[config.mk]
export PLATFORM = sky130hd
export DESIGN_NAME = lcd_writer_top
export DESIGN_NICKNAME = d
export VERILOG_FILES = /design/src/lcd_pkg.sv /design/src/lcd_bus_driver.sv /design/src/lcd_frame_sequencer.sv /design/src/lcd_pixel_buffer.sv /design/src/lcd_writer_top.sv
export SDC_FILE = /design/constraint.sdc
export NUM_CORES = 1
export LEC_CHECK = 0
export ABC_AREA = 1
export BUFFER_PORTS_ARGS = -buffer_cell sky130_fd_sc_hd__buf_2
export CORE_ASPECT_RATIO = 0.6
export CORE_MARGIN = 2
export CORE_UTILIZATION = 35
export CTS_CLUSTER_SIZE = 8
export DETAILED_ROUTE_END_ITERATION = 10
export SLEW_MARGIN = 5
export SYNTH_ARGS = -nofsm -noshare
export SYNTH_HDL_FRONTEND = slang
export SYNTH_SLANG_ARGS = --single-unit
[constraint.sdc]
create_clock -name clk -period 7.25 [get_ports clk]
set_input_delay 0.3625 -clock clk [delete_from_list [all_inputs] [get_ports clk]]
set_output_delay 0.3625 -clock clk [all_outputs]
set_load 0.02 [all_outputs]
[src/lcd_pkg.sv]
package lcd_pkg;

  // Pixel buffer sizing, also the upstream credit count at reset
  localparam int PIX_DEPTH = 16;
  localparam int PIX_PTR_W = 4;

  // Entries in the bus driver queue, also the sequencer credits at reset
  localparam int BUS_QUEUE_DEPTH = 2;

  // Width of the programmed pixel count
  localparam int PIX_COUNT_W = 24;

  // Panel memory-write command
  localparam logic [7:0] CMD_MEM_WRITE = 8'h2C;

  // One upstream pixel word, low byte unused
  typedef struct packed {
    logic [7:0] red;
    logic [7:0] green;
    logic [7:0] blue;
    logic [7:0] pad;
  } pixel_word_t;

  // One byte for the panel bus
  typedef struct packed {
    logic       is_cmd;
    logic [7:0] value;
  } bus_item_t;

endpackage

[src/lcd_bus_driver.sv]
`timescale 1ns/1ps

module lcd_bus_driver import lcd_pkg::*; (
  input  logic       clk,
  input  logic       rst,

  // From the sequencer
  input  logic       i_item_valid,
  input  bus_item_t  i_item,
  output logic       o_bus_credit,

  // Panel bus
  output logic [7:0] o_data,
  output logic       o_cmd_mode,
  output logic       o_write,
  output logic       o_data_out_en
);

  typedef logic [$clog2(BUS_QUEUE_DEPTH)-1:0]   ptr_t;
  typedef logic [$clog2(BUS_QUEUE_DEPTH+1)-1:0] cnt_t;

  bus_item_t queue [BUS_QUEUE_DEPTH];
  ptr_t      wr_ptr;
  ptr_t      rd_ptr;
  cnt_t      count;
  bus_item_t head;
  logic      strobe_phase;
  logic      do_pop;

  assign head = queue[rd_ptr];

  // Entry leaves the queue in the falling phase of its strobe
  assign do_pop = strobe_phase;

  always_ff @(posedge clk) begin
    if (i_item_valid) begin
      queue[wr_ptr] <= i_item;
    end
  end

  always_ff @(posedge clk) begin
    if (rst) begin
      wr_ptr <= '0;
      rd_ptr <= '0;
      count  <= '0;
    end else begin
      if (i_item_valid) begin
        wr_ptr <= wr_ptr + 1'b1;
      end
      if (do_pop) begin
        rd_ptr <= rd_ptr + 1'b1;
      end
      case ({i_item_valid, do_pop})
        2'b10:   count <= count + 1'b1;
        2'b01:   count <= count - 1'b1;
        default: count <= count;
      endcase
    end
  end

  // Panel data lines, held from strobe rise until the next byte
  always_ff @(posedge clk) begin
    if (!strobe_phase && (count != '0)) begin
      o_data <= head.value;
    end
  end

  always_ff @(posedge clk) begin
    if (rst) begin
      strobe_phase  <= 1'b0;
      o_write       <= 1'b0;
      o_cmd_mode    <= 1'b1;
      o_bus_credit  <= 1'b0;
      o_data_out_en <= 1'b0;
    end else begin
      o_bus_credit <= 1'b0;
      if (strobe_phase) begin
        // Falling phase
        o_write      <= 1'b0;
        o_bus_credit <= 1'b1;
        strobe_phase <= 1'b0;
      end else if (count != '0) begin
        // Rising phase, cmd_mode is low for a command byte
        o_cmd_mode    <= !head.is_cmd;
        o_write       <= 1'b1;
        o_data_out_en <= 1'b1;
        strobe_phase  <= 1'b1;
      end
    end
  end

endmodule

[src/lcd_frame_sequencer.sv]
`timescale 1ns/1ps

module lcd_frame_sequencer import lcd_pkg::*; (
  input  logic                   clk,
  input  logic                   rst,

  // Control
  input  logic                   i_enable,
  input  logic [PIX_COUNT_W-1:0] i_num_pixels,
  input  logic                   i_tearing_effect,

  // Pixel buffer
  input  logic                   i_not_empty,
  input  pixel_word_t            i_head,
  output logic                   o_pop,

  // Bus driver
  input  logic                   i_bus_credit,
  output logic                   o_item_valid,
  output bus_item_t              o_item,

  output logic                   o_frame_done
);

  typedef enum logic [2:0] {
    ST_IDLE,
    ST_CMD,
    ST_RED,
    ST_GREEN,
    ST_BLUE
  } state_t;

  typedef logic [$clog2(BUS_QUEUE_DEPTH+1)-1:0] credit_t;

  state_t                 state;
  credit_t                credit_cnt;
  logic [PIX_COUNT_W-1:0] pix_cnt;
  logic [PIX_COUNT_W-1:0] num_pixels;
  logic                   has_credit;
  logic                   send;
  logic                   last_pixel;

  assign has_credit = (credit_cnt != '0);
  assign last_pixel = ((pix_cnt + 1'b1) == num_pixels);

  // An item goes out only with a free credit, pixel bytes also need a word
  always_comb begin
    case (state)
      ST_CMD:                     send = has_credit;
      ST_RED, ST_GREEN, ST_BLUE:  send = has_credit && i_not_empty;
      default:                    send = 1'b0;
    endcase
  end

  always_comb begin
    o_item.is_cmd = 1'b0;
    case (state)
      ST_CMD: begin
        o_item.is_cmd = 1'b1;
        o_item.value  = CMD_MEM_WRITE;
      end
      ST_RED:   o_item.value = i_head.red;
      ST_GREEN: o_item.value = i_head.green;
      default:  o_item.value = i_head.blue;
    endcase
  end

  assign o_item_valid = send;

  // Word leaves the buffer together with its blue byte
  assign o_pop        = send && (state == ST_BLUE);
  assign o_frame_done = o_pop && last_pixel;

  always_ff @(posedge clk) begin
    if (rst) begin
      credit_cnt <= credit_t'(BUS_QUEUE_DEPTH);
    end else begin
      case ({i_bus_credit, send})
        2'b10:   credit_cnt <= credit_cnt + 1'b1;
        2'b01:   credit_cnt <= credit_cnt - 1'b1;
        default: credit_cnt <= credit_cnt;
      endcase
    end
  end

  always_ff @(posedge clk) begin
    if (rst) begin
      state      <= ST_IDLE;
      pix_cnt    <= '0;
      num_pixels <= '0;
    end else begin
      case (state)
        ST_IDLE: begin
          // Enable only matters here, a started frame runs to the end
          if (i_enable && i_tearing_effect && i_not_empty && (i_num_pixels != '0)) begin
            num_pixels <= i_num_pixels;
            pix_cnt    <= '0;
            state      <= ST_CMD;
          end
        end
        ST_CMD: begin
          if (send) begin
            state <= ST_RED;
          end
        end
        ST_RED: begin
          if (send) begin
            state <= ST_GREEN;
          end
        end
        ST_GREEN: begin
          if (send) begin
            state <= ST_BLUE;
          end
        end
        ST_BLUE: begin
          if (send) begin
            pix_cnt <= pix_cnt + 1'b1;
            if (last_pixel) begin
              state <= ST_IDLE;
            end else begin
              state <= ST_RED;
            end
          end
        end
        default: state <= ST_IDLE;
      endcase
    end
  end

endmodule

[src/lcd_pixel_buffer.sv]
`timescale 1ns/1ps

module lcd_pixel_buffer import lcd_pkg::*; (
  input  logic        clk,
  input  logic        rst,

  // Upstream side
  input  logic        i_pix_valid,
  input  pixel_word_t i_pix_data,
  output logic        o_pix_credit,

  // Sequencer side, show-ahead
  input  logic        i_pop,
  output logic        o_not_empty,
  output pixel_word_t o_head
);

  pixel_word_t          mem [PIX_DEPTH];
  logic [PIX_PTR_W-1:0] wr_ptr;
  logic [PIX_PTR_W-1:0] rd_ptr;
  logic [PIX_PTR_W:0]   count;
  logic                 do_pop;

  assign o_not_empty = (count != '0);
  assign o_head      = mem[rd_ptr];

  // Ignore a pop strobe on an empty buffer
  assign do_pop = i_pop && o_not_empty;

  // Storage, no reset
  always_ff @(posedge clk) begin
    if (i_pix_valid) begin
      mem[wr_ptr] <= i_pix_data;
    end
  end

  always_ff @(posedge clk) begin
    if (rst) begin
      wr_ptr       <= '0;
      rd_ptr       <= '0;
      count        <= '0;
      o_pix_credit <= 1'b0;
    end else begin
      if (i_pix_valid) begin
        wr_ptr <= wr_ptr + 1'b1;
      end
      if (do_pop) begin
        rd_ptr <= rd_ptr + 1'b1;
      end

      case ({i_pix_valid, do_pop})
        2'b10:   count <= count + 1'b1;
        2'b01:   count <= count - 1'b1;
        default: count <= count;
      endcase

      // One credit back upstream per word taken
      o_pix_credit <= do_pop;
    end
  end

endmodule

[src/lcd_writer_top.sv]
`timescale 1ns/1ps

module lcd_writer_top import lcd_pkg::*; (
  input  logic                   clk,
  input  logic                   rst,

  // Control
  input  logic                   i_enable,
  input  logic [PIX_COUNT_W-1:0] i_num_pixels,
  input  logic                   i_tearing_effect,

  // Upstream pixel stream
  input  logic                   i_pix_valid,
  input  pixel_word_t            i_pix_data,
  output logic                   o_pix_credit,

  output logic                   o_frame_done,

  // Panel bus
  output logic [7:0]             o_data,
  output logic                   o_cmd_mode,
  output logic                   o_write,
  output logic                   o_data_out_en
);

  logic        pix_not_empty;
  pixel_word_t pix_head;
  logic        pix_pop;
  logic        item_valid;
  bus_item_t   item;
  logic        bus_credit;

  lcd_pixel_buffer pix_buf0 (
    .clk          (clk),
    .rst          (rst),
    .i_pix_valid  (i_pix_valid),
    .i_pix_data   (i_pix_data),
    .i_pop        (pix_pop),
    .o_not_empty  (pix_not_empty),
    .o_head       (pix_head),
    .o_pix_credit (o_pix_credit)
  );

  lcd_frame_sequencer seq0 (
    .clk              (clk),
    .rst              (rst),
    .i_enable         (i_enable),
    .i_num_pixels     (i_num_pixels),
    .i_tearing_effect (i_tearing_effect),
    .i_not_empty      (pix_not_empty),
    .i_head           (pix_head),
    .i_bus_credit     (bus_credit),
    .o_pop            (pix_pop),
    .o_item_valid     (item_valid),
    .o_item           (item),
    .o_frame_done     (o_frame_done)
  );

  lcd_bus_driver drv0 (
    .clk           (clk),
    .rst           (rst),
    .i_item_valid  (item_valid),
    .i_item        (item),
    .o_bus_credit  (bus_credit),
    .o_data        (o_data),
    .o_cmd_mode    (o_cmd_mode),
    .o_write       (o_write),
    .o_data_out_en (o_data_out_en)
  );

endmodule

==> metrics.cfg <==
[timing]
skew_ps=38.1
report.final.slew_viol_count=0
hold_viol_final=0
setup_ws_ps=3630
min_period_ps=3620
fmax_mhz=276
fin_setup_tns_ps=0
fin_hold_ws_ps=78.2
setup_viol=0
period_share_pct=49.9
grt_setup_unrepaired=false
maxSlewHeadroom_pct=18.7
worst_slew_pin_slew_ps=1220

[min_path]
min_path_type=input pin to register
whs_path_depth=3

[synthesis]
yosysWarningCount=0
ys_top_cells_by_area=edfxtp_1 60%, dfxtp_1 7.9%, o21ai_0 6.1%
synthDistinctLibCells=54
async_reset_ff_share_pct=0
synthCells=1797
synthFlopType=edfxtp_1
synth_fp_nets=1870
syn_area_sq_um=20500
synth-edff-count=410
synth.avg_cell_area_sq_um=11.4
synth-seq-cells=491
synth_top_area_share_pct=60.2
seq_area_frac_synth_pct=68.1
synth_top_area_cell=edfxtp_1

[clock_tree]
cts_resized=0
cts_sinks=491
clock_latency_ps=590
cts-htree-levels=3
ctsHoldBuffers=0
cts_buffer_depth=3
cts_root_buf=clkbuf_16
numCtsBuffers=71
postCtsSetupBuffers=0
clk_pin_slew_ps=50
tritoncts=yes

[routing]
post_drt_wl_per_cell_um=20.6
drc=0
drtPass1Iterations=5
drt-vias-per-instance=5.45
postRouteAntennaNets=0
drtIter0Drc=1462
num_vias=14393
totalWireLength_mm=54.4

[place]
port_buffers=65
dp_slack_ps=3700
dpl_cell_area_sq_um=21600
dp_hpwl_mm=30.4
place_congestion=0.859
placedCellCount=2544

[global_route]
gr-total-overflow=0
antenna_found_initial=7
grt_pass1_wl_mm=82.6
grt.total_usage_pct=18.1
grt_max_degree=105
grt_pass1_vias=13615

[power]
powerDensity_nw_per_um2=301
max-vdd-ir-drop_uv=169
intPower_mw=5.33
power.leakage_nw=7.90
seqPwrFrac_pct=47.1
p_total_mw=7.08
switchingPower_mw=1.76
combinationalPowerShare_pct=10.7
pwr-share-clk_pct=42.3
p_sw_share_pct=24.8

[die]
die_x_um=316
io_pins=74
core_area_sq_um=57600
start_util_pct=35.5
core.rowCount=68
die_area_sq_um=60500
die_h_um=191

[layout]
post-route-util_pct=40.9
nFillCells=5301
fin_area_sq_um=23500
finalNonFillerCells=2642
synthToLayoutAreaGrowth_pct=15.1
nNetsFinal=1920
layout-drive-gt1-share_pct=12.0

[critical_path]
r2r_setup_slack_ps=3630
cp.required_ps=7550
path_delay_family=buffers and inverters
crit_type=register to register
cp_num_cells=6
path_max_fanout=82
worst_setup_path_start_kind=register
r2r_cells=6
cpMostUsedCell=buf_4
arrival_ps=3910
slowest_delay_ps=740
rr_endpoint=drv0.queue[0][0]
crit_path_end_kind=register
critPathCapture=drv0.queue[0][0]
worst-path-buf-inv=2
crit_path_cell_trace=buf_4 > buf_4 > o21ai_0 > o221ai_1 > o211ai_1 > a32oi_1
crit_slowest_cell=buf_4

[status]
status=finished clean

[job]
cap_violations=0

[cell usage after synthesis (6+ instances only)]
cell and n:
xor2_1 7, nor3_1 6, nand2_2 9, clkbuf_1 79, o211ai_1 17, o221ai_1 79
edfxtp_1 410, buf_2 14, a21oi_1 73, inv_1 84, o22ai_1 18, mux2_2 8
nor2_2 6, nor2_4 6, dfxtp_1 81, nand3_1 103, nand2_1 187, nor2_1 278
ha_1 12, o21ai_0 251, nor4_1 8
[cell families (layout without fill, tap and decap cells)]
family                   Yosys count  in the layout  share of synthesized area (%)
XOR/XNOR                           9              9                          0.385
AO/OA/AOI/OAI                    462            462                           13.5
flip-flops                       491            491                           68.1
adder cells (fa/ha/maj)           12             12                          0.734
AND/OR/NAND/NOR                  626            626                           13.2
buffers and inverters            188            259                           3.60
multiplexers                       9              9                          0.489
other                              0              4                              0
[worst reg2reg max path, stage by stage, from the launching register on]
cell,delay [ps]
dfxtp_4,650
buf_4,670
buf_4,740
o21ai_0,300
o221ai_1,270
o211ai_1,140
a32oi_1,550
[cells in the final DEF (no fill, tap or decap), types with 2 or more instances in the layout]
| cell type | netlist | layout |
|---|---|---|
| o211ai_1 | 17 | 17 |
| or2_2 | 2 | 2 |
| o221ai_1 | 79 | 79 |
| dfxtp_2 | 0 | 2 |
| clkbuf_16 | 0 | 74 |
| xor2_1 | 7 | 7 |
| a21oi_2 | 2 | 2 |
| dfxtp_1 | 81 | 78 |
| nor4_1 | 8 | 8 |
| nor2_4 | 6 | 22 |
| o21ai_0 | 251 | 251 |
| clkbuf_1 | 79 | 16 |
| nor3_1 | 6 | 6 |
| nor2_1 | 278 | 262 |
| a21oi_1 | 73 | 73 |
| a32oi_1 | 5 | 5 |
| nor2_2 | 6 | 6 |
| nand2_1 | 187 | 187 |
| buf_2 | 14 | 65 |
| xnor2_1 | 2 | 2 |
| nand2_4 | 3 | 3 |
| diode_2 | 0 | 4 |
| mux2_2 | 8 | 8 |
| nand3b_1 | 2 | 2 |
| nand4_1 | 5 | 5 |
| ha_1 | 12 | 12 |
| o21ai_1 | 4 | 4 |
| nand3_1 | 103 | 103 |
| nand2_2 | 9 | 9 |
| inv_2 | 4 | 4 |
| nand3_2 | 3 | 3 |
| a211oi_1 | 4 | 4 |
| buf_4 | 1 | 10 |
| edfxtp_1 | 410 | 410 |
| inv_1 | 84 | 82 |
| and2_1 | 2 | 2 |
| inv_4 | 0 | 2 |
| o22ai_1 | 18 | 18 |
| inv_6 | 0 | 2 |
[layout make-up]
class | count | area (sq um) | share of cell area (%)
multi-input combinational | 1118 | 5910 | 25.1
sequential | 491 | 13900 | 59.2
inverter | 90 | 344 | 1.46
antenna | 4 | 10.0 | 0.0425
clock buffer | 90 | 1910 | 8.12
clock inverter | 4 | 63.8 | 0.271
timing repair buffer | 75 | 400 | 1.70
tap | 770 | 963 | 4.09
[how the worst min path moves through the flow]
stage | startpoint | slack, ps | endpoint
6_report | i_num_pixels[8] | 80 | seq0.num_pixels[8]
3_5_place_dp | drv0.o_write | 450 | drv0.o_write
4_1_cts | i_num_pixels[8] | 50 | seq0.num_pixels[8]
3_3_place_gp | drv0.rd_ptr | 440 | drv0.rd_ptr
2_1_floorplan | pix_buf0.count[4] | 420 | pix_buf0.count[4]
5_1_grt | i_num_pixels[7] | 60 | seq0.num_pixels[7]
[power by group through the flow]
stage          sequential [mW]  combinational [mW]  clock, mW
3_3_place_gp              3.38               0.726          0
4_1_cts                   3.34               0.744       3.05
5_1_grt                   3.35               0.836       3.17
6_report                  3.34               0.755       2.99
3_5_place_dp              3.39               0.740          0
2_1_floorplan             3.39               0.464          0
[routing by layer]
layer  routed length, um  share of wire [%]  GRT usage (%)  up-vias
li1                    -                  -              -     6651
met1               26400                 49           27.6     7119
met2               22800                 42           25.3      540
met3                4210                7.7           4.22       81
met4                 946                1.7           4.99        2
met5                  15              0.028              0        -
[state kept, by name, indices dropped and copies added (netlist names), 2 cells and up, named ones only]
| register | cells |
|---|---|
| drv0.count | 2 |
| seq0.num_pixels | 24 |
| pix_buf0.rd_ptr | 4 |
| drv0.o_data | 8 |
| pix_buf0.count | 5 |
| seq0.credit_cnt | 2 |
| seq0.state | 3 |
| pix_buf0.mem | 384 |
| seq0.pix_cnt | 24 |
| pix_buf0.wr_ptr | 4 |
| drv0.queue | 18 |
No activity file was read; power rests on OpenSTA's default activity.
